==> src/rv_defines.svh <==
`ifndef RV_DEFINES_SVH
`define RV_DEFINES_SVH

// datapath width and register count
`define XLEN 32
`define NREGS 32

// memory depths in 32-bit words, indexed by address bits above bit 1
`define IMEM_WORDS 256
`define DMEM_WORDS 256
`define IMEM_AW 8

`define RESET_PC 32'h0000_0000

`endif

==> src/rv_pkg.sv <==
`default_nettype none

package rv_pkg;

    // major opcodes of the supported subset
    typedef enum logic [6:0] {
        OPC_OP     = 7'b0110011,
        OPC_OP_IMM = 7'b0010011,
        OPC_LUI    = 7'b0110111,
        OPC_LOAD   = 7'b0000011,
        OPC_STORE  = 7'b0100011,
        OPC_BRANCH = 7'b1100011,
        OPC_JAL    = 7'b1101111,
        OPC_JALR   = 7'b1100111
    } opcode_e;

    typedef enum logic [3:0] {
        ALU_ADD,
        ALU_SUB,
        ALU_AND,
        ALU_OR,
        ALU_XOR,
        ALU_SLT,
        ALU_SLL,
        ALU_SRL,
        ALU_PASS_B  // lui
    } alu_op_e;

    typedef enum logic [1:0] {
        FWD_REG,
        FWD_WB,
        FWD_MEM
    } fwd_sel_e;

    typedef enum logic [1:0] {
        RES_ALU,
        RES_MEM,
        RES_LINK   // pc + 4
    } res_sel_e;

    // decoded control, all zero is a bubble
    typedef struct packed {
        logic     reg_wr;
        logic     mem_wr;
        logic     mem_rd;
        logic     branch;
        logic     branch_ne;
        logic     jump;
        logic     jalr;
        logic     alu_src_imm;
        alu_op_e  alu_op;
        res_sel_e res_sel;
    } ctrl_t;

endpackage

`default_nettype wire

==> src/hazard_if.sv <==
`timescale 1ns/1ns
`default_nettype none

interface hazard_if;
    import rv_pkg::*;

    logic       stall;
    logic       flush_d;
    logic       flush_e;
    fwd_sel_e   fwd_a;
    fwd_sel_e   fwd_b;
    logic [4:0] rs1_d, rs2_d;        // sources in decode
    logic [4:0] rs1_e, rs2_e, rd_e;  // instruction in execute
    logic       mem_rd_e;
    logic       redirect_e;
    logic [4:0] rd_m, rd_w;
    logic       reg_wr_m, reg_wr_w;

    modport hazard (
        input  rs1_d, rs2_d, rs1_e, rs2_e, rd_e, mem_rd_e, redirect_e,
        input  rd_m, reg_wr_m, rd_w, reg_wr_w,
        output stall, flush_d, flush_e, fwd_a, fwd_b
    );
    modport fetch   (input stall, flush_d);
    modport decode  (input stall, flush_e, output rs1_d, rs2_d);
    modport execute (input fwd_a, fwd_b, output rs1_e, rs2_e, rd_e, mem_rd_e, redirect_e);
    modport mem_wb  (output rd_m, reg_wr_m, rd_w, reg_wr_w);

endinterface

`default_nettype wire

==> src/hazard_unit.sv <==
`timescale 1ns/1ns
`default_nettype none

module hazard_unit (
    hazard_if.hazard hz
);
    import rv_pkg::*;

    // newest producer wins, x0 never forwards
    function automatic fwd_sel_e fwd_pick(
        input logic [4:0] rs,
        input logic [4:0] rd_m,
        input logic       wr_m,
        input logic [4:0] rd_w,
        input logic       wr_w
    );
        if (rs == 5'd0) begin
            return FWD_REG;
        end
        if (wr_m && rd_m == rs) begin
            return FWD_MEM;
        end
        if (wr_w && rd_w == rs) begin
            return FWD_WB;
        end
        return FWD_REG;
    endfunction

    always_comb begin
        hz.fwd_a = fwd_pick(hz.rs1_e, hz.rd_m, hz.reg_wr_m, hz.rd_w, hz.reg_wr_w);
        hz.fwd_b = fwd_pick(hz.rs2_e, hz.rd_m, hz.reg_wr_m, hz.rd_w, hz.reg_wr_w);
    end

    // load in execute feeding the instruction in decode
    assign hz.stall = hz.mem_rd_e && (hz.rd_e != 5'd0) &&
                      (hz.rd_e == hz.rs1_d || hz.rd_e == hz.rs2_d);

    assign hz.flush_d = hz.redirect_e;
    assign hz.flush_e = hz.redirect_e;

endmodule

`default_nettype wire

==> src/flat_wrapper.sv <==
// flat-port wrapper written by rule: the top's interface ports become plain ports
module hazard_unit_flat import rv_pkg::*;
  (hz_rs1_d, hz_rs2_d, hz_rs1_e, hz_rs2_e, hz_rd_e, hz_mem_rd_e, hz_redirect_e, hz_rd_m, hz_reg_wr_m, hz_rd_w, hz_reg_wr_w, hz_stall, hz_flush_d, hz_flush_e, hz_fwd_a, hz_fwd_b);
  hazard_if hz_i ();
  input wire logic [$bits(hz_i.rs1_d)-1:0] hz_rs1_d;
  input wire logic [$bits(hz_i.rs2_d)-1:0] hz_rs2_d;
  input wire logic [$bits(hz_i.rs1_e)-1:0] hz_rs1_e;
  input wire logic [$bits(hz_i.rs2_e)-1:0] hz_rs2_e;
  input wire logic [$bits(hz_i.rd_e)-1:0] hz_rd_e;
  input wire logic [$bits(hz_i.mem_rd_e)-1:0] hz_mem_rd_e;
  input wire logic [$bits(hz_i.redirect_e)-1:0] hz_redirect_e;
  input wire logic [$bits(hz_i.rd_m)-1:0] hz_rd_m;
  input wire logic [$bits(hz_i.reg_wr_m)-1:0] hz_reg_wr_m;
  input wire logic [$bits(hz_i.rd_w)-1:0] hz_rd_w;
  input wire logic [$bits(hz_i.reg_wr_w)-1:0] hz_reg_wr_w;
  output wire logic [$bits(hz_i.stall)-1:0] hz_stall;
  output wire logic [$bits(hz_i.flush_d)-1:0] hz_flush_d;
  output wire logic [$bits(hz_i.flush_e)-1:0] hz_flush_e;
  output wire logic [$bits(hz_i.fwd_a)-1:0] hz_fwd_a;
  output wire logic [$bits(hz_i.fwd_b)-1:0] hz_fwd_b;
  assign hz_i.rs1_d = hz_rs1_d;
  assign hz_i.rs2_d = hz_rs2_d;
  assign hz_i.rs1_e = hz_rs1_e;
  assign hz_i.rs2_e = hz_rs2_e;
  assign hz_i.rd_e = hz_rd_e;
  assign hz_i.mem_rd_e = hz_mem_rd_e;
  assign hz_i.redirect_e = hz_redirect_e;
  assign hz_i.rd_m = hz_rd_m;
  assign hz_i.reg_wr_m = hz_reg_wr_m;
  assign hz_i.rd_w = hz_rd_w;
  assign hz_i.reg_wr_w = hz_reg_wr_w;
  assign hz_stall = hz_i.stall;
  assign hz_flush_d = hz_i.flush_d;
  assign hz_flush_e = hz_i.flush_e;
  assign hz_fwd_a = hz_i.fwd_a;
  assign hz_fwd_b = hz_i.fwd_b;
  hazard_unit u_core (.hz(hz_i));
endmodule
==> config.mk <==
export PLATFORM = sky130hd
export DESIGN_NAME = hazard_unit_flat
export DESIGN_NICKNAME = d
export VERILOG_FILES = /design/src/rv_defines.svh /design/src/rv_pkg.sv /design/src/hazard_if.sv /design/src/hazard_unit.sv /design/src/flat_wrapper.sv
export SDC_FILE = /design/constraint.sdc
export NUM_CORES = 1
export LEC_CHECK = 0
export BUFFER_PORTS_ARGS = -buffer_cell sky130_fd_sc_hd__buf_2
export CORE_AREA = 2 2 42 44
export DETAILED_ROUTE_END_ITERATION = 10
export DIE_AREA = 0 0 44 46
export PLACE_DENSITY = 0.67
export SYNTH_ARGS = -nofsm -noshare
export SYNTH_HDL_FRONTEND = slang
export SYNTH_SLANG_ARGS = --single-unit
==> constraint.sdc <==
create_clock -name vclk -period 0.95
set_input_delay 0.0475 -clock vclk [all_inputs]
set_output_delay 0.0475 -clock vclk [all_outputs]
set_load 0.02 [all_outputs]
* Word level (Yosys, flattened, before mapping)
Index checks and enable logic that the tools add are counted.
Storage, ports and cells: input bits 39, ROM bits 0, latch bits 0, memories 0, bits in writable memories 0, register bits 0
Operators by class: $mul 0, reductions and logical operators 10, shift-type cells 0, muxes and demuxes 24, add/sub/neg operators 0, eq/ne operators 6, $lt $le $gt $ge 0, bitwise operators 0, divide/modulo/power cells 0
Operators by type and width (count):
- $eq A5 B5 Y1 | 6
- $mux W2 | 12
- $mux W1 | 12
- $logic_not A5 Y1 | 2
- $logic_and A1 B1 Y1 | 6
- $reduce_bool A5 Y1 | 1
- $logic_or A1 B1 Y1 | 1

* Logic depth before layout (Yosys ltp)
word-level depth 9, mapped depth 4, mapped depth without buffers 4

* Worst setup path before layout
No wires, ideal clock.
kind input-to-output, start point input hz_rs1_e[1], end point output hz_fwd_a[1], stages on the path 4, data required time 0.902 ns, data arrival time 0.861 ns, path slack 0.041 ns, cells stage by stage xor2_1 > nor4_1 > nand3_1 > nor2_1
On the way: longest elaborated chain between the ends 8, elaborated cells on any way between the ends 16
Ends and longest elaborated chain:
- from (decl) | RTL line flat_wrapper.sv:7 | input wire logic [$bits(hz_i.rs1_e)-1:0] hz_rs1_e;
- $eq A5 B5 Y1 | RTL line hazard_unit.sv:23 | if (wr_w && rd_w == rs) begin
- $logic_and A1 B1 Y1 | RTL line hazard_unit.sv:23
- $mux W1 (2 in a row) | RTL line hazard_unit.sv:23
- $mux W1 | RTL line hazard_unit.sv:20 | if (wr_m && rd_m == rs) begin
- $mux W2 | RTL line hazard_unit.sv:26 | return FWD_REG;
- $mux W2 | RTL line hazard_unit.sv:23
- $mux W2 * | RTL line hazard_unit.sv:20
- to (decl) | RTL line flat_wrapper.sv:19 | output wire logic [$bits(hz_i.fwd_a)-1:0] hz_fwd_a;
Every way passes the cells marked *; elsewhere a longest branch is shown, timed or not. The select of a mux whose other input is x is not followed.

* Final worst setup path
start point input hz_rd_m[1], end point output hz_fwd_a[0]
On the way: longest elaborated chain between the ends 7, elaborated cells on any way between the ends 9
Ends and longest elaborated chain:
- from (decl) | RTL line flat_wrapper.sv:12 | input wire logic [$bits(hz_i.rd_m)-1:0] hz_rd_m;
- $eq A5 B5 Y1 * | RTL line hazard_unit.sv:20
- $logic_and A1 B1 Y1 * | RTL line hazard_unit.sv:20
- $mux W2 | RTL line hazard_unit.sv:20
- $mux W2 | RTL line hazard_unit.sv:23
- $mux W2 | RTL line hazard_unit.sv:26
- $mux W2 * | RTL line hazard_unit.sv:23
- $mux W2 * | RTL line hazard_unit.sv:20
Marked as above.

==> reports/qor.yml <==
status: "finished, violations left"
violations: "negative setup slack"
maxSlewViolCount: 0
synth_commonest_cells: "16 x xnor2_1, 14 x xor2_1, 4 x nand3_1"
end_kind: "primary output"
worst_slew_pin_slew_ps: 240
portBuffers: 43
syn_area_per_cell_um2: 8.01
grt_max_degree: 4
nClkBuffers: 0
critPathKind: "in2out"
layout.nets: 151
layout.cell_area.non_filler_um2: 896
place_congestion: 0.798
whs_ps: 95.0
drt-total-wl_mm: 1.46
fmax_mhz: 905
seq_area_um2: 0
layout-drive-gt1-share_pct: 61.8
dpl_cell_area_um2: 757
drt_iter0_drc: 2
io_pins: 46
critPathArrivalTime_ps: 1060
synth_area_leader_cell: "xnor2_1"
syn_inst: 55
hold_buffers: 0
antenna_cells: 0
dieWidth_um: 44
drc: 0
detail-route-antenna-nets: 0
fp.dieH_um: 46
rsz0062_at_grt: "yes"
synthToLayoutAreaGrowth_pct: 103
first_pass_iters: 2
grt_pass1_vias: 581
dieArea_um2: 2020
hold_class: "in2out"
yosysSeqAreaShare_pct: 0
synthTopCellsByArea: "xnor2_1 32%, xor2_1 28%, nor4b_2 6.8%"
hpwl_mm: 1.21
finalHoldViolCount: 0
synth_cell_types: 15
synthMuxAreaShare_pct: 0
grt_first_pass_wirelength_mm: 2.28
final_util_pct: 55.5
setup_slack_ps: -155
synth_top_family_by_area: "XOR/XNOR gates"
max-cap-violations: 0
synth_top_area_share_pct: 31.8
syn-num-nets: 94
cp.buffers_inverters: 2
crit_fanout: 2
period_share_pct: 116
p_leak_nw: 0.412
finalSetupTns_ps: -626
cp_data_required_time_ps: 900
antenna_found_initial: 0
cp_slowest_cell: "nor4_2"
overflow: 0
fp-row-count: 15
powerDensity_nw_per_um2: 416
synth_adder_area_share_pct: 0
period_needed_ps: 1110
start_util_pct: 27.3
grtUsageTotal_pct: 14.9
worstPathCellList: "buf_8 > xor2_2 > nor4_2 > nand3_1 > nor4b_4 > buf_4"
yosysMostFrequentCell: "xnor2_1"
finalSetupViolCount: 5
slowest_delay_ps: 300
fillers: 151
core_area_um2: 1610
syn-cell-area_um2: 440
critPathTopFamily: "simple AND/OR/NAND/NOR gates"
synth_simple_gate_area_share_pct: 34.7
via_count: 579
vdd_drop_max_v: 0.000197
routedWlPerCell_um: 11.5
seq_cell_count: 0
synth_xor_area_share_pct: 59.7
synth_compound_area_share_pct: 2.27
max_slew_margin_pct: 83.8
crit_path_start_kind: "primary input"
yosys_warnings: 0
viasPerCell: 4.56
-- routing by layer --
layer | up-vias | GRT usage [%] | part of all wire (%)
met3 | 0 | 1.19 | 8.8
met1 | 250 | 14.7 | 33
met2 | 29 | 34.1 | 58
met5 | - | 0 | 0
met4 | 0 | 0 | 0
li1 | 300 | - | -
-- path summary, 6_finish.rpt --
| kind | slack [ps] | depth (start not counted) | to | startpoint |
|---|---|---|---|---|
| worst min-delay path | 100 | 0 | hz_flush_e | hz_redirect_e |
| worst max-delay path | -160 | 6 | hz_fwd_a[0] | hz_rd_m[1] |
-- repair_timing --
action,4_1_cts,5_1_grt
gates resized for setup,13,15
setup endpoints to repair,5,5
pin swaps,9,7
setup buffers,1,2
-- power breakdown --
| part | switching [mW] | internal (mW) | leakage [nW] | total [mW] |
|---|---|---|---|---|
| Combinational | 0.152 | 0.221 | 0.412 | 0.373 |
| Sequential | 0 | 0 | 0 | 0 |
| Clock | 0 | 0 | 0 | 0 |
-- cell families (layout without fill, tap and decap cells) --
| kind of cell | Yosys count | count (layout) |
|---|---|---|
| xor gates and xnor gates | 30 | 30 |
| and+or+nand+nor | 21 | 21 |
| AOI/OAI and AO/OA | 2 | 2 |
| buffers and inverters | 2 | 57 |
-- per-stage QoR --
| stage | power, mW | setup slack, ps | std cells |
|---|---|---|---|
| floorplan | 0.143 | 41.0 | 55 |
| global placement | 0.307 | -238 | 124 |
| detailed placement | 0.314 | -250 | 124 |
| CTS | 0.346 | -161 | 125 |
| global route | 0.405 | -237 | 127 |
| finish | 0.373 | -155 | 127 |
-- cell type report --
cell class                 instances  area [um^2]  share of cell area (%)
timing repair buffer              57          413                    46.1
multi-input combinational         53          462                    51.5
tap                               17         21.3                    2.37
-- placed cells by master, fill, tap and decap left out --
cell type and count:
xnor2_1 16, buf_4 17, a21oi_1 1, buf_12 1
buf_2 29, o21ai_2 1, nor4b_2 1, nand4_1 2
nor2_1 2, xor2_2 1, buf_8 2, nor2_4 2
nor4b_4 1, nand2_1 2, nand3_1 4, xor2_1 13
nor3_1 2, nor4_2 2, or4_4 3, buf_6 8
No activity file was read; power rests on OpenSTA's default activity.
