--- config.mk ---
export PLATFORM = sky130hd
export DESIGN_NAME = decode_stage_flat
export DESIGN_NICKNAME = d
export VERILOG_FILES = /design/src/rv_pkg.sv /design/src/hazard_if.sv /design/src/decode_stage.sv /design/src/flat_wrapper.sv
export VERILOG_INCLUDE_DIRS = /design/src
export SDC_FILE = /design/constraint.sdc
export NUM_CORES = 2
export LEC_CHECK = 0
export BUFFER_PORTS_ARGS = -buffer_cell sky130_fd_sc_hd__buf_2
export CAP_MARGIN = 20
export CORE_ASPECT_RATIO = 1.2
export CORE_MARGIN = 2
export CORE_UTILIZATION = 60
export DETAILED_ROUTE_END_ITERATION = 12
export PLACE_DENSITY_LB_ADDON = 0.05
export SETUP_SLACK_MARGIN = 0.1
export SLEW_MARGIN = 5
export SYNTH_ARGS = -nofsm -noshare
export SYNTH_HDL_FRONTEND = slang
export SYNTH_SLANG_ARGS = --single-unit
--- constraint.sdc ---
create_clock -name clk -period 73.1 [get_ports clk]
set_clock_uncertainty 0.1 [all_clocks]
set_input_delay 14.62 -clock clk [delete_from_list [all_inputs] [get_ports clk]]
set_output_delay 14.62 -clock clk [all_outputs]
set_load 0.01 [all_outputs]
--- src/rv_defines.svh ---
`ifndef RV_DEFINES_SVH
`define RV_DEFINES_SVH

// datapath width and register count
`define XLEN 32
`define NREGS 32

// memory depths in 32-bit words, indexed by address bits above bit 1
`define IMEM_WORDS 256
`define DMEM_WORDS 256
`define IMEM_AW 8

`define RESET_PC 32'h0000_0000

`endif

--- src/rv_pkg.sv ---
`default_nettype none

package rv_pkg;

    // major opcodes of the supported subset
    typedef enum logic [6:0] {
        OPC_OP     = 7'b0110011,
        OPC_OP_IMM = 7'b0010011,
        OPC_LUI    = 7'b0110111,
        OPC_LOAD   = 7'b0000011,
        OPC_STORE  = 7'b0100011,
        OPC_BRANCH = 7'b1100011,
        OPC_JAL    = 7'b1101111,
        OPC_JALR   = 7'b1100111
    } opcode_e;

    typedef enum logic [3:0] {
        ALU_ADD,
        ALU_SUB,
        ALU_AND,
        ALU_OR,
        ALU_XOR,
        ALU_SLT,
        ALU_SLL,
        ALU_SRL,
        ALU_PASS_B  // lui
    } alu_op_e;

    typedef enum logic [1:0] {
        FWD_REG,
        FWD_WB,
        FWD_MEM
    } fwd_sel_e;

    typedef enum logic [1:0] {
        RES_ALU,
        RES_MEM,
        RES_LINK   // pc + 4
    } res_sel_e;

    // decoded control, all zero is a bubble
    typedef struct packed {
        logic     reg_wr;
        logic     mem_wr;
        logic     mem_rd;
        logic     branch;
        logic     branch_ne;
        logic     jump;
        logic     jalr;
        logic     alu_src_imm;
        alu_op_e  alu_op;
        res_sel_e res_sel;
    } ctrl_t;

endpackage

`default_nettype wire

--- src/hazard_if.sv ---
`timescale 1ns/1ns
`default_nettype none

interface hazard_if;
    import rv_pkg::*;

    logic       stall;
    logic       flush_d;
    logic       flush_e;
    fwd_sel_e   fwd_a;
    fwd_sel_e   fwd_b;
    logic [4:0] rs1_d, rs2_d;        // sources in decode
    logic [4:0] rs1_e, rs2_e, rd_e;  // instruction in execute
    logic       mem_rd_e;
    logic       redirect_e;
    logic [4:0] rd_m, rd_w;
    logic       reg_wr_m, reg_wr_w;

    modport hazard (
        input  rs1_d, rs2_d, rs1_e, rs2_e, rd_e, mem_rd_e, redirect_e,
        input  rd_m, reg_wr_m, rd_w, reg_wr_w,
        output stall, flush_d, flush_e, fwd_a, fwd_b
    );
    modport fetch   (input stall, flush_d);
    modport decode  (input stall, flush_e, output rs1_d, rs2_d);
    modport execute (input fwd_a, fwd_b, output rs1_e, rs2_e, rd_e, mem_rd_e, redirect_e);
    modport mem_wb  (output rd_m, reg_wr_m, rd_w, reg_wr_w);

endinterface

`default_nettype wire

--- src/decode_stage.sv ---
`include "rv_defines.svh"
`timescale 1ns/1ns
`default_nettype none

module decode_stage (
    input  wire                 clk,
    input  wire                 rst,
    input  wire [`XLEN-1:0]     instr_d_i,
    input  wire [`XLEN-1:0]     pc_d_i,
    input  wire [`XLEN-1:0]     pc_plus4_d_i,
    input  wire                 valid_d_i,
    input  wire                 wb_en_i,
    input  wire [4:0]           wb_rd_i,
    input  wire [`XLEN-1:0]     wb_data_i,
    hazard_if.decode            hz,
    output rv_pkg::ctrl_t       ctrl_e_o,
    output logic [`XLEN-1:0]    rs1_val_e_o,
    output logic [`XLEN-1:0]    rs2_val_e_o,
    output logic [`XLEN-1:0]    imm_e_o,
    output logic [`XLEN-1:0]    pc_e_o,
    output logic [`XLEN-1:0]    pc_plus4_e_o,
    output logic [4:0]          rd_e_o,
    output logic [4:0]          rs1_e_o,
    output logic [4:0]          rs2_e_o,
    output logic [`XLEN-1:0]    a0_o
);
    import rv_pkg::*;

    opcode_e          opcode;
    logic [2:0]       funct3;
    logic [4:0]       rs1, rs2, rd;
    ctrl_t            ctrl_d;
    alu_op_e          alu_f3;
    logic [`XLEN-1:0] imm_d, rs1_val, rs2_val;
    logic [`XLEN-1:0] regs [0:`NREGS-1];

    assign opcode = opcode_e'(instr_d_i[6:0]);
    assign funct3 = instr_d_i[14:12];
    assign rs1    = instr_d_i[19:15];
    assign rs2    = instr_d_i[24:20];
    assign rd     = instr_d_i[11:7];

    // alu operation from funct3, shared by register and immediate forms
    always_comb begin
        case (funct3)
            3'b000:  alu_f3 = (opcode == OPC_OP && instr_d_i[30]) ? ALU_SUB : ALU_ADD;
            3'b001:  alu_f3 = ALU_SLL;
            3'b010:  alu_f3 = ALU_SLT;
            3'b100:  alu_f3 = ALU_XOR;
            3'b101:  alu_f3 = ALU_SRL;
            3'b110:  alu_f3 = ALU_OR;
            default: alu_f3 = ALU_AND;
        endcase
    end

    always_comb begin
        ctrl_d = '0;
        imm_d  = '0;
        case (opcode)
            OPC_OP: begin
                ctrl_d.reg_wr = 1'b1;
                ctrl_d.alu_op = alu_f3;
            end
            OPC_OP_IMM: begin
                ctrl_d.reg_wr      = 1'b1;
                ctrl_d.alu_src_imm = 1'b1;
                ctrl_d.alu_op      = alu_f3;
                imm_d              = {{20{instr_d_i[31]}}, instr_d_i[31:20]};
            end
            OPC_LUI: begin
                ctrl_d.reg_wr      = 1'b1;
                ctrl_d.alu_src_imm = 1'b1;
                ctrl_d.alu_op      = ALU_PASS_B;
                imm_d              = {instr_d_i[31:12], 12'b0};
            end
            OPC_LOAD: begin
                ctrl_d.reg_wr      = 1'b1;
                ctrl_d.mem_rd      = 1'b1;
                ctrl_d.alu_src_imm = 1'b1;
                ctrl_d.res_sel     = RES_MEM;
                imm_d              = {{20{instr_d_i[31]}}, instr_d_i[31:20]};
            end
            OPC_STORE: begin
                ctrl_d.mem_wr      = 1'b1;
                ctrl_d.alu_src_imm = 1'b1;
                imm_d = {{20{instr_d_i[31]}}, instr_d_i[31:25], instr_d_i[11:7]};
            end
            OPC_BRANCH: begin
                ctrl_d.branch    = 1'b1;
                ctrl_d.branch_ne = funct3[0];  // bne
                imm_d = {{20{instr_d_i[31]}}, instr_d_i[7], instr_d_i[30:25],
                         instr_d_i[11:8], 1'b0};
            end
            OPC_JAL: begin
                ctrl_d.reg_wr  = 1'b1;
                ctrl_d.jump    = 1'b1;
                ctrl_d.res_sel = RES_LINK;
                imm_d = {{12{instr_d_i[31]}}, instr_d_i[19:12], instr_d_i[20],
                         instr_d_i[30:21], 1'b0};
            end
            OPC_JALR: begin
                ctrl_d.reg_wr  = 1'b1;
                ctrl_d.jump    = 1'b1;
                ctrl_d.jalr    = 1'b1;
                ctrl_d.res_sel = RES_LINK;
                imm_d          = {{20{instr_d_i[31]}}, instr_d_i[31:20]};
            end
            default: ctrl_d = '0;  // unsupported opcode retires as nop
        endcase
        if (!valid_d_i) begin
            ctrl_d = '0;
        end
    end

    // register file, written at the edge closing writeback
    always_ff @(posedge clk or posedge rst) begin
        if (rst) begin
            for (int i = 0; i < `NREGS; i++) begin
                regs[i] <= '0;
            end
        end else if (wb_en_i && wb_rd_i != 5'd0) begin
            regs[wb_rd_i] <= wb_data_i;
        end
    end

    // bypass gives write-before-read in the same cycle
    assign rs1_val = (rs1 == 5'd0) ? '0 :
                     (wb_en_i && wb_rd_i == rs1) ? wb_data_i : regs[rs1];
    assign rs2_val = (rs2 == 5'd0) ? '0 :
                     (wb_en_i && wb_rd_i == rs2) ? wb_data_i : regs[rs2];

    always_ff @(posedge clk or posedge rst) begin
        if (rst) begin
            a0_o <= '0;
        end else begin
            a0_o <= regs[10];  // x10
        end
    end

    assign hz.rs1_d = rs1;
    assign hz.rs2_d = rs2;

    always_ff @(posedge clk or posedge rst) begin
        if (rst) begin
            ctrl_e_o <= '0;
        end else if (hz.flush_e || hz.stall) begin
            ctrl_e_o <= '0;  // bubble
        end else begin
            ctrl_e_o <= ctrl_d;
        end
    end

    always_ff @(posedge clk) begin
        rs1_val_e_o  <= rs1_val;
        rs2_val_e_o  <= rs2_val;
        imm_e_o      <= imm_d;
        pc_e_o       <= pc_d_i;
        pc_plus4_e_o <= pc_plus4_d_i;
        rd_e_o       <= rd;
        rs1_e_o      <= rs1;
        rs2_e_o      <= rs2;
    end

endmodule

`default_nettype wire

--- src/flat_wrapper.sv ---
// flat-port wrapper written by rule: the top's interface ports become plain ports
module decode_stage_flat import rv_pkg::*;
  (clk, rst, instr_d_i, pc_d_i, pc_plus4_d_i, valid_d_i, wb_en_i, wb_rd_i, wb_data_i, ctrl_e_o, rs1_val_e_o, rs2_val_e_o, imm_e_o, pc_e_o, pc_plus4_e_o, rd_e_o, rs1_e_o, rs2_e_o, a0_o, hz_stall, hz_flush_e, hz_rs1_d, hz_rs2_d);
  hazard_if hz_i ();
  input  wire clk;
  input  wire rst;
  input  wire [`XLEN-1:0] instr_d_i;
  input  wire [`XLEN-1:0] pc_d_i;
  input  wire [`XLEN-1:0] pc_plus4_d_i;
  input  wire valid_d_i;
  input  wire wb_en_i;
  input  wire [4:0] wb_rd_i;
  input  wire [`XLEN-1:0] wb_data_i;
  output rv_pkg::ctrl_t ctrl_e_o;
  output logic [`XLEN-1:0] rs1_val_e_o;
  output logic [`XLEN-1:0] rs2_val_e_o;
  output logic [`XLEN-1:0] imm_e_o;
  output logic [`XLEN-1:0] pc_e_o;
  output logic [`XLEN-1:0] pc_plus4_e_o;
  output logic [4:0] rd_e_o;
  output logic [4:0] rs1_e_o;
  output logic [4:0] rs2_e_o;
  output logic [`XLEN-1:0] a0_o;
  input wire logic [$bits(hz_i.stall)-1:0] hz_stall;
  input wire logic [$bits(hz_i.flush_e)-1:0] hz_flush_e;
  output wire logic [$bits(hz_i.rs1_d)-1:0] hz_rs1_d;
  output wire logic [$bits(hz_i.rs2_d)-1:0] hz_rs2_d;
  assign hz_i.stall = hz_stall;
  assign hz_i.flush_e = hz_flush_e;
  assign hz_rs1_d = hz_i.rs1_d;
  assign hz_rs2_d = hz_i.rs2_d;
  decode_stage u_core (.clk(clk), .rst(rst), .instr_d_i(instr_d_i), .pc_d_i(pc_d_i), .pc_plus4_d_i(pc_plus4_d_i), .valid_d_i(valid_d_i), .wb_en_i(wb_en_i), .wb_rd_i(wb_rd_i), .wb_data_i(wb_data_i), .hz(hz_i), .ctrl_e_o(ctrl_e_o), .rs1_val_e_o(rs1_val_e_o), .rs2_val_e_o(rs2_val_e_o), .imm_e_o(imm_e_o), .pc_e_o(pc_e_o), .pc_plus4_e_o(pc_plus4_e_o), .rd_e_o(rd_e_o), .rs1_e_o(rs1_e_o), .rs2_e_o(rs2_e_o), .a0_o(a0_o));
endmodule
Yosys cells after proc, flatten, opt, wreduce, memory -nomap -nowiden. Index checks and enable logic that the tools add are counted.

Flip-flop bits (word level): 1245.

Order comparisons: 4. Muxes and demuxes: 25. Equal/unequal tests: 15. Reduce and logical (&&, ||, !) cells: 15. Bitwise gates (word level): 3.

Operators with widths (number): $bwmux W1024 (1); $bmux W32 S5 (2); $mux W32 (7); $demux W32 S5 (1); $pmux W32 S5 (1); $mux W14 (2); $pmux W4 S6 (1); $eq A7 B6 Y1 const B (3); $eq A7 B7 Y1 const B (3); $ge A6 B6 Y1 const B (3); $not A5 Y6 (3); $eq A5 B5 Y1 (2); $logic_not A5 Y1 (2); $eq A3 B3 Y1 const B (3); $pmux W4 S2 (1); $eq A7 B2 Y1 const B (1); $eq A7 B5 Y1 const B (1); $mux W1 (7); $lt A6 B1 Y1 const B (1); $reduce_or A6 Y1 (1); $logic_and A1 B1 Y1 (5); $reduce_bool A5 Y1 (1); $pmux W2 S2 (1); $reduce_or A2 Y1 (2); 7 further kinds (7).

Depth between registers and ports, before layout.
Word-level depth: 7. Gate-level depth with buffers: 10. Gate-level depth less buffers: 5.

Worst setup path after synthesis. OpenSTA, ideal clock, no wires.

Path type: in2out. From: input instr_d_i[15]. To: output hz_rs1_d[0]. Arrival time: 14.739 ns. Path slack: 43.641 ns. Required time: 58.380 ns. Path buffers: 1. Stages: 1. Path through: buf_4.

RTL lines: from (decl) (line flat_wrapper.sv:7) `` input wire [`XLEN-1:0] instr_d_i; ``; to (decl) (line flat_wrapper.sv:26) `output wire logic [$bits(hz_i.rs1_d)-1:0] hz_rs1_d;`.

No word-level cell between the ends.

Final worst setup path.
From: input instr_d_i[24]. To: output hz_rs2_d[4].

RTL lines: to (decl) (line flat_wrapper.sv:27) `output wire logic [$bits(hz_i.rs2_d)-1:0] hz_rs2_d;`.

No word-level cell between the ends.

==> results by group <==
Run status
  • Status: completed

Pwr
  • VDD IR max: ~23 uV
  • Lkg Pwr: between 20 and 30 nW
  • Pwr/cell area: 28.66 nW/um^2
  • Power, Total: approximately 1.9 mW

Clock network
  • H-tree depth: 4
  • Clk sink count: roughly 1200
  • Clock tree buffer depth: 3
  • Root buffer cell: clkbuf_16
  • Post_cts resized: 0
  • Number of buffers added for setup after CTS: 0
  • Worst skew pair latency: roughly 740 ps
  • TritonCTS clock tree: yes
  • CTS buffer count: 131
  • CTS Hold Bufs: 0
  • CTS clk-pin slew, worst paths: roughly 60 ps

Yosys
  • Mapped cell area: around 60000 um^2
  • Synth Area in Compound Gates: 6.239%
  • Synth Instances: around 4100
  • Post-synthesis adder-cell area fraction: 0%
  • Synth top area cells: dfrtp_1 45%, mux2_2 19%, mux4_2 14%
  • Library cells used by synthesis: 57
  • Post-synth EDFFs: 0
  • Synth top cells by count: 1069 x dfrtp_1, 1014 x mux2_2, 369 x mux4_2
  • Syn_nets: 4244
  • Post-synthesis async set-or-reset flop share: 85.93%
  • Sequential fraction of the synthesis area: 50.52%
  • Largest area contributor in the netlist: dfrtp_1
  • Post-Synth XOR/XNOR Area: less than 1%
  • Mux contribution to synthesized area: a little under two fifths
  • Most instantiated library cell after synthesis: dfrtp_1
  • Post-synthesis simple-gate area fraction: 1.621%
  • Synth Area per Inst: 14.59 um^2
  • Main synth FF type: dfrtp_1
  • Largest family of logic cells by synthesized area: multiplexers
  • Synthesis Warnings: 0
  • Synth Register Bits: 1244
  • Share of the synthesized area in the top cell type: 44.67%

Worst hold path
  • Worst min-delay path class: reg -> reg

Timing
  • Fin. Hold Viols: 0
  • Max Slew Vio Count: 0
  • RSZ-0062 raised after global routing: no
  • Endpoints failing setup: 0
  • Fmax: 0.03316 GHz
  • Final worst path period share: 41.25%
  • Rel. slew slack: 21.42%
  • Setup TNS: 0 ps
  • Final worst path period need: 30150 ps
  • Hold slack: 296.3 ps
  • Slew at the pin with the worst max-slew slack: between 1000 and 1500 ps

Critical path
  • Buf/Inv on CP: 2
  • Worst EP required: approximately 58000 ps
  • CP Class: in -> out
  • CP top delay family: buffers and inverters
  • Worst-path cell chain: buf_4 > buf_2
  • CP endpoint kind: primary output
  • Slowest CP cell: buf_4
  • Data arrival, critical path: ~15000 ps
  • Crit-path max FO: 39
  • Crit start category: input pin
  • CP peak stage delay: 540 ps

Routing
  • Initial DRC count: 3758
  • Drt pass-1 iters: 7
  • Total Routed Length: 186800 um
  • DRC Markers: 0
  • Antenna-violating nets left: 0
  • Via density: 6.999
  • Via count: 39430
  • Wirelength per Cell: 33.15 um

Layout
  • Share of cells above drive strength 1: 48.47%
  • Area growth, synth to finish: 11.53%
  • Post-Layout Cell Count: between 5000 and 6000
  • Nets@finish: ~4400
  • Fin util: 67.67%

GRT
  • First-pass GRT wire length: approximately 270000 um
  • Global Route Usage Sum: 36.96%
  • Antenna violations before repair: 8
  • Grt total ovfl: 0
  • Vias in the first global route: 40080
  • Largest net degree at the start of global routing: 169

Die
  • I/O pin total: 370
  • Starting Density: around three fifths
  • Die W: a little under 300 um
  • # rows: 126
  • Die area: 102400 um^2
  • Core Area: between 90000 and 100000 um^2
  • DIE HEIGHT: 350.1 um

Place
  • IO buf count: 369
  • Detailed placement HPWL: 103900 um
  • Final Wtd Congestion: 0.8254
  • Inst Count DP: 5389

Run
  • Max-cap violations: 0
layer usage:
layer | share of wire [%] | routed length (um) | track usage [%]
met1 | 38 | 70910 | 47.61
met2 | 49 | 91580 | 60.96
met3 | 7.7 | 14370 | 6.582
met4 | 5.3 | 9916 | 18.44
met5 | 0.010 | 19 | 0
logic make-up after synthesis:
family / count (synthesis)
multiplexers: 1685
flip-flops: 1244
AO/OA/AOI/OAI: 507
buffers and inverters: 464
AND/OR/NAND/NOR: 194
XOR/XNOR: 11
worst paths after layout:
| check | startpoint | end | slack [ps] | cells after the start |
|---|---|---|---|---|
| max | instr_d_i[24] | hz_rs2_d[4] | 42950 | 2 |
| min | u_core.regs[998]$_DFFE_PP0P_ | u_core.regs[998]$_DFFE_PP0P_ | 300 | 0 |
| max reg2reg | u_core.regs[674]$_DFFE_PP0P_ | u_core.rs1_val_e_o[2]$_SDFF_PN0_ | 70160 | 5 |
| min reg2reg | u_core.regs[998]$_DFFE_PP0P_ | u_core.regs[998]$_DFFE_PP0P_ | 300 | 0 |
| max in group asynchronous | rst | u_core.regs[951]$_DFFE_PP0P_ | 55010 | 6 |
| min in group asynchronous | rst | u_core.a0_o[11]$_DFF_PP0_ | 13960 | 2 |
cell usage in the layout (no fill, tap or decap), drive strengths merged, types with 9 or more instances in the layout:
master and count:
o22ai 54, mux2 1014, a32o 24, nand3b 9, mux4 369, a21oi 104, clkbuf 203, a21o 20
a22oi 63, dfxtp 175, dfrtp 1069, o21ai 24, o221ai 56, a2111oi 31, mux2i 302, nand3 17
a22o 77, clkinv 23, nand2 72, buf 467, nor2 36, a211oi 20, nor2b 14
state kept, by name, summed over array words and instances (netlist names):
register / count
u_core.imm_e_o: 32
u_core.pc_plus4_e_o: 32
u_core.regs: 1024
u_core.ctrl_e_o: 13
u_core.a0_o: 32
u_core.rs1_val_e_o: 32
u_core.pc_e_o: 32
u_core.rs1_e_o: 5
u_core.rs2_e_o: 5
u_core.rs2_val_e_o: 32
u_core.rd_e_o: 5
metrics by stage:
| step | worst slack, ps | cell area (um^2) |
|---|---|---|
| after floorplan | 28290 | 59880 |
| after global placement | 42940 | 62340 |
| after detailed placement | 42940 | 62340 |
| after CTS | 42940 | 66730 |
| after global routing | 42940 | 66770 |
| final | 42950 | 66780 |
power by group:
| part | switching (mW) | internal, mW |
|---|---|---|
| Clock | 0.278 | 0.402 |
| Sequential | 0.0876 | 0.807 |
| Combinational | 0.144 | 0.196 |
area by class of cell:
cell class              count  area (um^2)
fillers                  7023        31910
flip-flops and latches   1244        30250
multi-input cells        2397        27800
clock buffers             203         4076
repair buffers            468         2706
well taps                1280         1602
clock inverters            33        314.1
diodes                      7        17.52
inverters                   2        15.01
(Power assumes the default switching activity.)
