### config.mk
export PLATFORM = sky130hd
export DESIGN_NAME = execute_stage_flat
export DESIGN_NICKNAME = d
export VERILOG_FILES = /design/src/rv_pkg.sv /design/src/hazard_if.sv /design/src/execute_stage.sv /design/src/flat_wrapper.sv
export VERILOG_INCLUDE_DIRS = /design/src
export SDC_FILE = /design/constraint.sdc
export NUM_CORES = 1
export LEC_CHECK = 0
export ABC_AREA = 0
export ABC_CLOCK_PERIOD_IN_PS = 7580
export BUFFER_PORTS_ARGS = -buffer_cell sky130_fd_sc_hd__buf_2
export CELL_PAD_IN_SITES_DETAIL_PLACEMENT = 0
export CELL_PAD_IN_SITES_GLOBAL_PLACEMENT = 1
export CORE_MARGIN = 2
export CORE_UTILIZATION = 41
export CTS_CLUSTER_DIAMETER = 50
export DETAILED_ROUTE_END_ITERATION = 8
export HOLD_SLACK_MARGIN = 0.05
export PLACE_DENSITY = 0.9
export SETUP_SLACK_MARGIN = 0.1
export SKIP_CTS_REPAIR_TIMING = 1
export SKIP_LAST_GASP = 1
export SLEW_MARGIN = 10
export SYNTH_ARGS = -nofsm -noshare
export SYNTH_HDL_FRONTEND = slang
export SYNTH_SLANG_ARGS = --single-unit
### constraint.sdc
create_clock -name clk -period 7.58 [get_ports clk]
set_input_delay 0.758 -clock clk [delete_from_list [all_inputs] [get_ports clk]]
set_output_delay 0.758 -clock clk [all_outputs]
set_load 0.02 [all_outputs]
### src/rv_defines.svh
`ifndef RV_DEFINES_SVH
`define RV_DEFINES_SVH

// datapath width and register count
`define XLEN 32
`define NREGS 32

// memory depths in 32-bit words, indexed by address bits above bit 1
`define IMEM_WORDS 256
`define DMEM_WORDS 256
`define IMEM_AW 8

`define RESET_PC 32'h0000_0000

`endif

### src/rv_pkg.sv
`default_nettype none

package rv_pkg;

    // major opcodes of the supported subset
    typedef enum logic [6:0] {
        OPC_OP     = 7'b0110011,
        OPC_OP_IMM = 7'b0010011,
        OPC_LUI    = 7'b0110111,
        OPC_LOAD   = 7'b0000011,
        OPC_STORE  = 7'b0100011,
        OPC_BRANCH = 7'b1100011,
        OPC_JAL    = 7'b1101111,
        OPC_JALR   = 7'b1100111
    } opcode_e;

    typedef enum logic [3:0] {
        ALU_ADD,
        ALU_SUB,
        ALU_AND,
        ALU_OR,
        ALU_XOR,
        ALU_SLT,
        ALU_SLL,
        ALU_SRL,
        ALU_PASS_B  // lui
    } alu_op_e;

    typedef enum logic [1:0] {
        FWD_REG,
        FWD_WB,
        FWD_MEM
    } fwd_sel_e;

    typedef enum logic [1:0] {
        RES_ALU,
        RES_MEM,
        RES_LINK   // pc + 4
    } res_sel_e;

    // decoded control, all zero is a bubble
    typedef struct packed {
        logic     reg_wr;
        logic     mem_wr;
        logic     mem_rd;
        logic     branch;
        logic     branch_ne;
        logic     jump;
        logic     jalr;
        logic     alu_src_imm;
        alu_op_e  alu_op;
        res_sel_e res_sel;
    } ctrl_t;

endpackage

`default_nettype wire

### src/hazard_if.sv
`timescale 1ns/1ns
`default_nettype none

interface hazard_if;
    import rv_pkg::*;

    logic       stall;
    logic       flush_d;
    logic       flush_e;
    fwd_sel_e   fwd_a;
    fwd_sel_e   fwd_b;
    logic [4:0] rs1_d, rs2_d;        // sources in decode
    logic [4:0] rs1_e, rs2_e, rd_e;  // instruction in execute
    logic       mem_rd_e;
    logic       redirect_e;
    logic [4:0] rd_m, rd_w;
    logic       reg_wr_m, reg_wr_w;

    modport hazard (
        input  rs1_d, rs2_d, rs1_e, rs2_e, rd_e, mem_rd_e, redirect_e,
        input  rd_m, reg_wr_m, rd_w, reg_wr_w,
        output stall, flush_d, flush_e, fwd_a, fwd_b
    );
    modport fetch   (input stall, flush_d);
    modport decode  (input stall, flush_e, output rs1_d, rs2_d);
    modport execute (input fwd_a, fwd_b, output rs1_e, rs2_e, rd_e, mem_rd_e, redirect_e);
    modport mem_wb  (output rd_m, reg_wr_m, rd_w, reg_wr_w);

endinterface

`default_nettype wire

### src/execute_stage.sv
`include "rv_defines.svh"
`timescale 1ns/1ns
`default_nettype none

module execute_stage (
    input  wire                 clk,
    input  wire                 rst,
    input  wire rv_pkg::ctrl_t  ctrl_e_i,
    input  wire [`XLEN-1:0]     rs1_val_e_i,
    input  wire [`XLEN-1:0]     rs2_val_e_i,
    input  wire [`XLEN-1:0]     imm_e_i,
    input  wire [`XLEN-1:0]     pc_e_i,
    input  wire [`XLEN-1:0]     pc_plus4_e_i,
    input  wire [4:0]           rd_e_i,
    input  wire [4:0]           rs1_e_i,
    input  wire [4:0]           rs2_e_i,
    input  wire [`XLEN-1:0]     wb_data_i,
    hazard_if.execute           hz,
    output logic                redirect_o,
    output logic [`XLEN-1:0]    target_o,
    output rv_pkg::ctrl_t       ctrl_m_o,
    output logic [`XLEN-1:0]    alu_result_m_o,
    output logic [`XLEN-1:0]    store_data_m_o,
    output logic [`XLEN-1:0]    pc_plus4_m_o,
    output logic [4:0]          rd_m_o
);
    import rv_pkg::*;

    logic [`XLEN-1:0] op_a, fwd_b_val, op_b, alu_res;
    logic             eq, taken;

    // forwarding muxes
    always_comb begin
        case (hz.fwd_a)
            FWD_MEM: op_a = alu_result_m_o;
            FWD_WB:  op_a = wb_data_i;
            default: op_a = rs1_val_e_i;
        endcase
        case (hz.fwd_b)
            FWD_MEM: fwd_b_val = alu_result_m_o;
            FWD_WB:  fwd_b_val = wb_data_i;
            default: fwd_b_val = rs2_val_e_i;
        endcase
    end

    assign op_b = ctrl_e_i.alu_src_imm ? imm_e_i : fwd_b_val;

    always_comb begin
        case (ctrl_e_i.alu_op)
            ALU_SUB:    alu_res = op_a - op_b;
            ALU_AND:    alu_res = op_a & op_b;
            ALU_OR:     alu_res = op_a | op_b;
            ALU_XOR:    alu_res = op_a ^ op_b;
            ALU_SLT:    alu_res = {31'b0, $signed(op_a) < $signed(op_b)};
            ALU_SLL:    alu_res = op_a << op_b[4:0];
            ALU_SRL:    alu_res = op_a >> op_b[4:0];
            ALU_PASS_B: alu_res = op_b;
            default:    alu_res = op_a + op_b;
        endcase
    end

    // beq/bne compare on the forwarded registers
    assign eq         = (op_a == fwd_b_val);
    assign taken      = ctrl_e_i.branch && (eq != ctrl_e_i.branch_ne);
    assign redirect_o = taken || ctrl_e_i.jump;
    assign target_o   = ctrl_e_i.jalr ? ((op_a + imm_e_i) & ~32'd1) : (pc_e_i + imm_e_i);

    assign hz.rs1_e      = rs1_e_i;
    assign hz.rs2_e      = rs2_e_i;
    assign hz.rd_e       = rd_e_i;
    assign hz.mem_rd_e   = ctrl_e_i.mem_rd;
    assign hz.redirect_e = redirect_o;

    always_ff @(posedge clk or posedge rst) begin
        if (rst) begin
            ctrl_m_o <= '0;
        end else begin
            ctrl_m_o <= ctrl_e_i;
        end
    end

    always_ff @(posedge clk) begin
        alu_result_m_o <= alu_res;
        store_data_m_o <= fwd_b_val;
        pc_plus4_m_o   <= pc_plus4_e_i;
        rd_m_o         <= rd_e_i;
    end

endmodule

`default_nettype wire

### src/flat_wrapper.sv
// flat-port wrapper written by rule: the top's interface ports become plain ports
module execute_stage_flat import rv_pkg::*;
  (clk, rst, ctrl_e_i, rs1_val_e_i, rs2_val_e_i, imm_e_i, pc_e_i, pc_plus4_e_i, rd_e_i, rs1_e_i, rs2_e_i, wb_data_i, redirect_o, target_o, ctrl_m_o, alu_result_m_o, store_data_m_o, pc_plus4_m_o, rd_m_o, hz_fwd_a, hz_fwd_b, hz_rs1_e, hz_rs2_e, hz_rd_e, hz_mem_rd_e, hz_redirect_e);
  hazard_if hz_i ();
  input  wire clk;
  input  wire rst;
  input  wire rv_pkg::ctrl_t ctrl_e_i;
  input  wire [`XLEN-1:0] rs1_val_e_i;
  input  wire [`XLEN-1:0] rs2_val_e_i;
  input  wire [`XLEN-1:0] imm_e_i;
  input  wire [`XLEN-1:0] pc_e_i;
  input  wire [`XLEN-1:0] pc_plus4_e_i;
  input  wire [4:0] rd_e_i;
  input  wire [4:0] rs1_e_i;
  input  wire [4:0] rs2_e_i;
  input  wire [`XLEN-1:0] wb_data_i;
  output logic redirect_o;
  output logic [`XLEN-1:0] target_o;
  output rv_pkg::ctrl_t ctrl_m_o;
  output logic [`XLEN-1:0] alu_result_m_o;
  output logic [`XLEN-1:0] store_data_m_o;
  output logic [`XLEN-1:0] pc_plus4_m_o;
  output logic [4:0] rd_m_o;
  input wire logic [$bits(hz_i.fwd_a)-1:0] hz_fwd_a;
  input wire logic [$bits(hz_i.fwd_b)-1:0] hz_fwd_b;
  output wire logic [$bits(hz_i.rs1_e)-1:0] hz_rs1_e;
  output wire logic [$bits(hz_i.rs2_e)-1:0] hz_rs2_e;
  output wire logic [$bits(hz_i.rd_e)-1:0] hz_rd_e;
  output wire logic [$bits(hz_i.mem_rd_e)-1:0] hz_mem_rd_e;
  output wire logic [$bits(hz_i.redirect_e)-1:0] hz_redirect_e;
  assign hz_i.fwd_a = hz_fwd_a;
  assign hz_i.fwd_b = hz_fwd_b;
  assign hz_rs1_e = hz_i.rs1_e;
  assign hz_rs2_e = hz_i.rs2_e;
  assign hz_rd_e = hz_i.rd_e;
  assign hz_mem_rd_e = hz_i.mem_rd_e;
  assign hz_redirect_e = hz_i.redirect_e;
  execute_stage u_core (.clk(clk), .rst(rst), .ctrl_e_i(ctrl_e_i), .rs1_val_e_i(rs1_val_e_i), .rs2_val_e_i(rs2_val_e_i), .imm_e_i(imm_e_i), .pc_e_i(pc_e_i), .pc_plus4_e_i(pc_plus4_e_i), .rd_e_i(rd_e_i), .rs1_e_i(rs1_e_i), .rs2_e_i(rs2_e_i), .wb_data_i(wb_data_i), .hz(hz_i), .redirect_o(redirect_o), .target_o(target_o), .ctrl_m_o(ctrl_m_o), .alu_result_m_o(alu_result_m_o), .store_data_m_o(store_data_m_o), .pc_plus4_m_o(pc_plus4_m_o), .rd_m_o(rd_m_o));
endmodule
* Word-level counts from Yosys, hierarchy flattened *
Index checks and enable logic that the tools add are counted.

storage, ports and cells
  flip-flop bits (word level) = 115
  bits in latches = 0
  memory bits (writable) = 0
  bits in read-only memories = 0
  output and inout port bits = 165
  memories kept = 0

cells by class
  $add $sub $neg = 4
  multiply operators = 0
  divide/modulo/power cells = 0
  magnitude comparators = 1
  equality and inequality tests = 14
  shift operators = 2
  muxes and demuxes = 5
  bitwise gates (word level) = 3
  reduce and logical (&&, ||, !) cells = 2

operators with widths
  cell                                            number
  case mux 32 bit (8 select lines)                1
  case mux 32 bit (2 select lines)                2
  adder 32 bit                                    3
  two-way mux 32 bit                              2
  bitwise AND 32 bit                              1
  == test 32 bit                                  1
  < comparator 32 bit                             1
  OR 32 bit                                       1
  << shifter 32 x 5 -> 32 bit                     1
  >> shifter 32 x 5 -> 32 bit                     1
  subtractor 32 bit                               1
  XOR 32 bit                                      1
  == test 4 x 3 -> 1 bit (second input constant)  4
  == test 4 x 2 -> 1 bit (second input constant)  2
  == test 2 x 1 -> 1 bit (second input constant)  2
  == test 2 bit (second input constant)           2
  == test 4 x 1 -> 1 bit (second input constant)  1
  == test 4 bit (second input constant)           1
  logical AND 1 bit                               1
  logical OR 1 bit                                1
  != test 1 bit                                   1

* Logic depth before layout (Yosys ltp) *
Gate-level depths: netlist of run 1.

  word-level depth = 6
  depth in mapped cells = 22
  mapped depth without buffers = 18

* Worst setup path after synthesis of run 1 *
OpenSTA, ideal clock, no wires.

  kind = input -> register
  start = in hz_fwd_b[1]
  end = reg u_core.alu_result_m_o[23]
  arrival = 5.591 ns
  data required time = 7.458 ns
  slack = 1.867 ns
  stages on the path = 20
  cells stage by stage = inv_1 -> ha_1 -> clkbuf_1 -> a22oi_1 -> o21a_1 -> inv_1 -> a21boi_0 -> clkbuf_1 -> clkbuf_1 -> clkbuf_1 -> ha_1 -> clkbuf_1 -> o311a_1 -> o21ai_1 -> a21oi_1 -> o31ai_1 -> a211oi_1 -> o41a_1 -> a221o_1 -> a221o_1

on the way
  cells in the longest elaborated chain, start to end = 5

ends and longest elaborated chain
  what                                                            RTL line             source
  from (decl)                                                     flat_wrapper.sv:25   input wire logic [$bits(hz_i.fwd_b)-1:0] hz_fwd_b;
  == test 2 x 1 -> 1 bit / == test 2 bit (equally long branches)  execute_stage.sv:39  case (hz.fwd_b)
  case mux 32 bit (2 select lines) *                              execute_stage.sv:39
  via u_core.fwd_b_val[3]                                         execute_stage.sv:29  logic [`XLEN-1:0] op_a, fwd_b_val, op_b, alu_res;
  two-way mux 32 bit *                                            execute_stage.sv:46  assign op_b = ctrl_e_i.alu_src_imm ? imm_e_i : fwd_b_val;
  adder 32 bit (tied with other cells)                            execute_stage.sv:58  default: alu_res = op_a + op_b;
  case mux 32 bit (8 select lines) *                              execute_stage.sv:49  case (ctrl_e_i.alu_op)
  via u_core.alu_res[23]                                          execute_stage.sv:29
  to (signal assigned)                                            execute_stage.sv:83  alu_result_m_o <= alu_res;
  to (decl)                                                       execute_stage.sv:22  output logic [`XLEN-1:0] alu_result_m_o,

Mark *: on every way through the listed nets, which the timed path passes. The rest lies on a longest branch.

* Worst setup path in the final report of run 1 *
  start = in hz_fwd_a[0]
  end = out target_o[31]

on the way
  cells in the longest elaborated chain, start to end = 4

ends and longest elaborated chain
  what                                                            RTL line             source
  from (decl)                                                     flat_wrapper.sv:24   input wire logic [$bits(hz_i.fwd_a)-1:0] hz_fwd_a;
  == test 2 x 1 -> 1 bit / == test 2 bit (equally long branches)  execute_stage.sv:34  case (hz.fwd_a)
  case mux 32 bit (2 select lines) *                              execute_stage.sv:34
  adder 32 bit *                                                  execute_stage.sv:66  assign target_o = ctrl_e_i.jalr ? ((op_a + imm_e_i) & ~32'd1) : (pc_e_i + imm_e_i);
  two-way mux 32 bit *                                            execute_stage.sv:66
  to (decl)                                                       flat_wrapper.sv:18   output logic [`XLEN-1:0] target_o;

Every way passes the cells marked *; elsewhere a longest branch is shown, timed or not.

==> qor.yml, run 1 <==
critical_path:
  setup.worst_path.start_class: "input port"
  crit_fanout: 32
  worstSetupPathType: "in -> out"
  worstPathArrival_ns: 5.56
  critPathRequiredTime_ns: 6.82
  critical_path.endpoint_type: "primary output"
clock_network:
  cts_max_level: 4
  cts_tree: "done"
  clock_sinks: 115
  clk_pin_slew_ns: 0.07
  cts_buffers: 17
  insertion_delay_ns: 0.44
  cts_root_buf: "clkbuf_16"
  clk_path_buf_depth: 2
routing:
  routed_wl_mm: 78.99
  routedWlPerCell_um: 26.40
  via_per_inst: 6.420
  firstDrtPassIters: 7
  drc: 0
  via_count: 19209
  final_antenna_net_count: 0
  drt_iter0_markers: 2430
timing:
  relSlewSlack_pct: 15.20
  setup_viol_count_final: 0
  tightest_slew_ns: 1.263
  period_minus_slack_ns: 6.318
  rsz0062_at_grt: "no"
  finalCritPeriodShare_pct: 83.35
  fmax_mhz: 158.3
  drv_slew: 0
  finalHoldViolations: 0
  fin_setup_tns_ns: 0
  clock_skew_ns: 0.009747
placed_design:
  place_hpwl_mm: 62.96
  port_buffers: 371
  dp.cells: 2954
  globalplace.congestion: 1.022
finish:
  area_growth_pct: 18.00
  multi_input_area_sq_um: 12250
  final_cells: 2992
  regArea_sq_um: 2372
  layout_commonest_cell: "buf_2"
  num-fill-cells: 3905
  nNetsFinal: 2854
  drive_above_1_share_pct: 20.57
  mostFrequentLayoutCells: "buf_2, nand2_1, a21oi_1"
yosys:
  async_flop_share_pct: 12.17
  ys_ff_latch: 115
  netlist_area_sq_um: 15710
  syn_avg_cell_area_sq_um: 7.208
  ys_seq_area_share_pct: 15.10
  synth_warnings: 0
  syn_nets: 2572
  syn_inst: 2180
  synth_cell_types: 76
  synthFlopType: "dfxtp_1"
  synth_edf_count: 0
flow_run:
  cap_violations: 0
run_status:
  status: "finished, final reports clean"
die:
  initial_core_util_pct: 41.72
  die_h_um: 199.8
  ios: 392
  fp.dieW_um: 199.8
  coreArea_sq_um: 37670
  rows: 71
  die-area_sq_um: 39910
global_route:
  grt_pass1_vias: 17452
  grt_antenna_before_repair: 11
  grt_pass1_wl_mm: 112.0
  grt_usage_pct: 37.84
  grt_max_degree: 71
  grt_overflow: 0
hold_path:
  hold_path_class: "in -> reg"
pwr:
  ir_drop_mv: 0.1547
  p_leak_nw: 8.489
  p_per_area_nw_per_um2: 231.0
worst paths after layout:
kind                                              to  slack [ns]  cells after the start                       from
min in group asynchronous         u_core.ctrl_m_o[6]        0.55                      2                        rst
setup reg to reg           u_core.alu_result_m_o[24]        2.42                     16   u_core.alu_result_m_o[0]
hold reg to reg            u_core.store_data_m_o[11]        0.72                      2  u_core.alu_result_m_o[11]
hold / removal               u_core.pc_plus4_m_o[30]        0.41                      1           pc_plus4_e_i[30]
max in group asynchronous         u_core.ctrl_m_o[4]        6.42                      2                        rst
setup / recovery                        target_o[31]        1.26                     17                hz_fwd_a[0]
registers in the layout (all words and copies together), names as in the netlist:
name and flops:
u_core.pc_plus4_m_o 32, u_core.rd_m_o 5, u_core.store_data_m_o 32, u_core.ctrl_m_o 14, u_core.alu_result_m_o 32
power breakdown:
group          internal [mW]  switching (mW)  leakage, nW  total [mW]
Clock                  0.440           0.385        0.281       0.825
Sequential             0.708           0.109         1.01       0.818
Combinational          0.884            1.76         7.19        2.64
Total                   2.03            2.25         8.49        4.28
critical path, stage by stage:
cell and delay (ns):
buf_2 0.11, inv_1 0.05, ha_2 0.63, a22oi_1 0.16, o21ai_1 0.98, ha_1 0.35
and4_1 0.26, nand4_1 0.17, or3_1 0.35, nor4_1 0.29, nor3_1 0.18, a21oi_1 0.34
o21ai_0 0.18, xnor2_1 0.23, mux2i_1 0.14, xnor2_1 0.17, buf_2 0.18
kinds of logic (layout without fill, tap and decap cells):
logic type,after synthesis,in the layout,share of synthesized area (%)
compound gates,812,812,33.78
xor+xnor,105,105,5.853
fa+ha+maj,165,165,13.28
buf+inv,282,577,7.318
flops,115,115,15.10
mux,134,134,8.863
other cells,0,6,0
simple gates,567,567,15.81
routing by layer:
layer | vias to the layer above | track usage, % | routed length, um
li1 | 8574 | - | -
met1 | 9050 | 49.06 | 31370
met2 | 1325 | 57.21 | 33460
met3 | 252 | 8.905 | 9195
met4 | 8 | 22.19 | 4920
met5 | - | 0 | 52
stage by stage:
step / cell area, sq um / worst slack [ns] / hold WS, ns / total power [mW] / utilization [%]
after global placement: 17940 / 1.400 / 0.6469 / 3.366 / 47.62
after detailed placement: 17940 / 1.358 / 0.6966 / 3.367 / 47.62
after floorplan: 15710 / 1.867 / 0.6472 / 2.463 / -
after CTS: 18530 / 1.343 / 0.3986 / 4.198 / 49.18
after global routing: 18540 / 0.9648 / 0.3998 / 4.478 / 49.21
final: 18540 / 1.262 / 0.4140 / 4.283 / 49.22
area by class of cell:
class,count,area share [%]
diodes,6,0.08098
clock buffers,17,2.295
clock inverters,15,0.8706
inverters,130,2.645
multi-input cells,1783,66.07
flip-flops and latches,115,12.80
well taps,511,3.449
repair buffers,415,11.80
cell usage after synthesis, drive strengths merged, types with 25 or more instances:
library cell / number / area [sq um]
xnor2: 80 / 700.7
xor2: 25 / 219.0
o211ai: 43 / 341.6
nor3: 25 / 125.1
nand3: 32 / 160.2
a21oi: 201 / 1006
ha: 162 / 2027
buf: 59 / 310.3
a211oi: 27 / 202.7
inv: 128 / 483.0
o21bai: 35 / 262.8
mux2i: 102 / 1021
clkbuf: 93 / 349.1
o221ai: 40 / 350.3
mux2: 31 / 349.1
nand2: 241 / 904.6
dfxtp: 101 / 2022
nor2: 165 / 619.3
a21o: 25 / 187.7
o21ai: 204 / 1021
a22oi: 65 / 488.0
Power figures use the tool's default switching activity.
==> run 2, diff against run 1 <==
- ABC_CLOCK_PERIOD_IN_PS: 7580 -> 6150
- CORE_UTILIZATION: 41 -> 40
- PLACE_DENSITY: 0.9 -> 0.88
- clock period: 7.58 -> 6.15 ns (I/O delays scaled with it)
==> qor.yml, run 2 (synthesis results as in run 1) <==
finish:
  final_cells: 3024
  layout_commonest_cell: "buf_2"
  nNetsFinal: 2884
  area_growth_pct: 19.27
  final_core_util_pct: 48.38
  drive_above_1_share_pct: 21.48
  mostFrequentLayoutCells: "buf_2, nand2_1, a21oi_1"
  reg_top3: "u_core.alu_result_m_o: 32 flops, u_core.pc_plus4_m_o: 32 flops, u_core.store_data_m_o: 32 flops"
global_route:
  grt_usage_pct: 36.66
  grt_pass1_wl_mm: 113.9
  grt_antenna_before_repair: 3
  grt_max_degree: 71
  grt_pass1_vias: 18298
  grt_overflow: 0
die:
  fp.dieW_um: 202.2
  die_h_um: 202.2
  ios: 392
  die-area_sq_um: 40880
  rows: 72
  initial_core_util_pct: 40.56
  coreArea_sq_um: 38740
clock_network:
  clock_sinks: 115
  clk_pin_slew_ns: 0.06
  cts_buffers: 17
  cts_root_buf: "clkbuf_16"
  cts_tree: "done"
  insertion_delay_ns: 0.44
  cts_max_level: 4
  clk_path_buf_depth: 2
pwr:
  clockPowerShare_pct: 18.7
  combinationalPowerShare_pct: 62.2
  p_per_area_nw_per_um2: 282.7
  switching_power_mw: 2.738
  ir_drop_mv: 0.2211
  intPower_mw: 2.559
  switching_share_pct: 51.69
  seq_power_share_pct: 19.1
  p_leak_nw: 8.626
routing:
  via_count: 19031
  routedWlPerCell_um: 25.76
  firstDrtPassIters: 7
  routed_wl_mm: 77.89
  via_per_inst: 6.293
  final_antenna_net_count: 0
  drt_iter0_markers: 2389
  drc: 0
critical_path:
  worstSetupPathType: "in -> out"
  crit_fanout: 24
  path_cells: "buf_2, inv_1, ha_1, buf_4, a22oi_1, o21ai_1, ha_1, o21ai_0, o21ai_0, a31o_2, a41oi_1, o31ai_1, a21oi_1, nor4b_1, a211oi_1, xnor2_1, mux2i_1, buf_2"
  setup.worst_path.start_class: "input port"
  rr_startpoint: "u_core.alu_result_m_o[3]"
  critPathRequiredTime_ns: 5.53
  startpoint: "hz_fwd_a[1]"
  worstPathArrival_ns: 5.15
  critical_path.endpoint_type: "primary output"
  cpMaxStageDelayCell: "o21ai_1"
  max_stage_delay_ns: 0.64
hold_path:
  min_from: "pc_plus4_e_i[15]"
  hold_path_class: "in -> reg"
placed_design:
  place_hpwl_mm: 62.54
  preCtsSetupSlack_ns: 0.4591
  dp.cells: 2991
  globalplace.congestion: 1.037
  port_buffers: 371
timing:
  drv_slew: 0
  relSlewSlack_pct: 23.12
  fin_setup_tns_ns: 0
  setup_viol_count_final: 0
  whs_ns: 0.2795
  clock_skew_ns: 0.01494
  finalCritPeriodShare_pct: 93.76
  finalHoldViolations: 0
  fmax_mhz: 173.4
  finalWorstSetupSlack_ns: 0.3840
  tightest_slew_ns: 1.146
  period_minus_slack_ns: 5.766
  rsz0062_at_grt: "no"
flow_run:
  cap_violations: 0
run_status:
  status: "finished, final reports clean"
run 2: cell types whose count changed in the layout (fill, tap and decap cells not counted), moves of 2 or more:
| cell | before | now |
|---|---|---|
| diode_2 | 6 | 1 |
| inv_8 | 4 | 0 |
| inv_6 | 5 | 3 |
| clkinv_8 | 3 | 0 |
| buf_4 | 44 | 73 |
| clkinv_2 | 0 | 2 |
| clkinv_4 | 1 | 5 |
run 2: layout make-up:
type	instances	area, sq um
Antenna cell	1	2.502
Clock buffer	18	429.2
Clock inverter	14	132.6
Fill cell	3973	20000
Inverter	130	490.5
Multi-Input combinational cell	1783	12250
Sequential cell	115	2372
Tap cell	518	648.1
Timing Repair Buffer	445	2416
run 2: stage by stage:
step / area, sq um / power [mW]
floorplan: 15710 / 3.035
global placement: 18160 / 4.197
detailed placement: 18170 / 4.196
CTS: 18730 / 5.195
global route: 18740 / 5.549
finish: 18740 / 5.298
run 2: per-layer routing:
metal	share of wire, %	wire length, um	global-route usage (%)
met2	45	34740	59.22
met1	40	31270	47.11
met4	5.3	4145	17.96
met3	9.9	7734	6.498
met5	0	0	0
run 2: final timing paths:
check | end | slack, ns | cells past startpoint
worst max register to register | u_core.alu_result_m_o[31] | 1.51 | 12
worst min register to register | u_core.store_data_m_o[11] | 0.74 | 2
min in group asynchronous | u_core.ctrl_m_o[8] | 0.36 | 2
worst max-delay path | target_o[29] | 0.38 | 18
max in group asynchronous | u_core.ctrl_m_o[7] | 5.24 | 2
worst min-delay path | u_core.pc_plus4_m_o[15] | 0.28 | 1
run 2: worst max-delay path, delay by kind of cell:
family,cells,cell delay [ns]
buffers and inverters,4,0.71
AO/OA/AOI/OAI,9,2.36
multiplexers,1,0.16
XOR/XNOR,1,0.15
AND/OR/NAND/NOR,1,0.49
adder cells (fa/ha/maj),2,0.66
run 2: power by group through the flow:
stage / Sequential, mW / Clock, mW / Combinational [mW]
6_report: 1.01 / 0.991 / 3.30
3_5_place_dp: 1.02 / 0 / 3.18
3_3_place_gp: 1.02 / 0 / 3.18
2_1_floorplan: 1.11 / 0 / 1.93
4_1_cts: 1.00 / 0.999 / 3.19
5_1_grt: 1.01 / 1.02 / 3.51
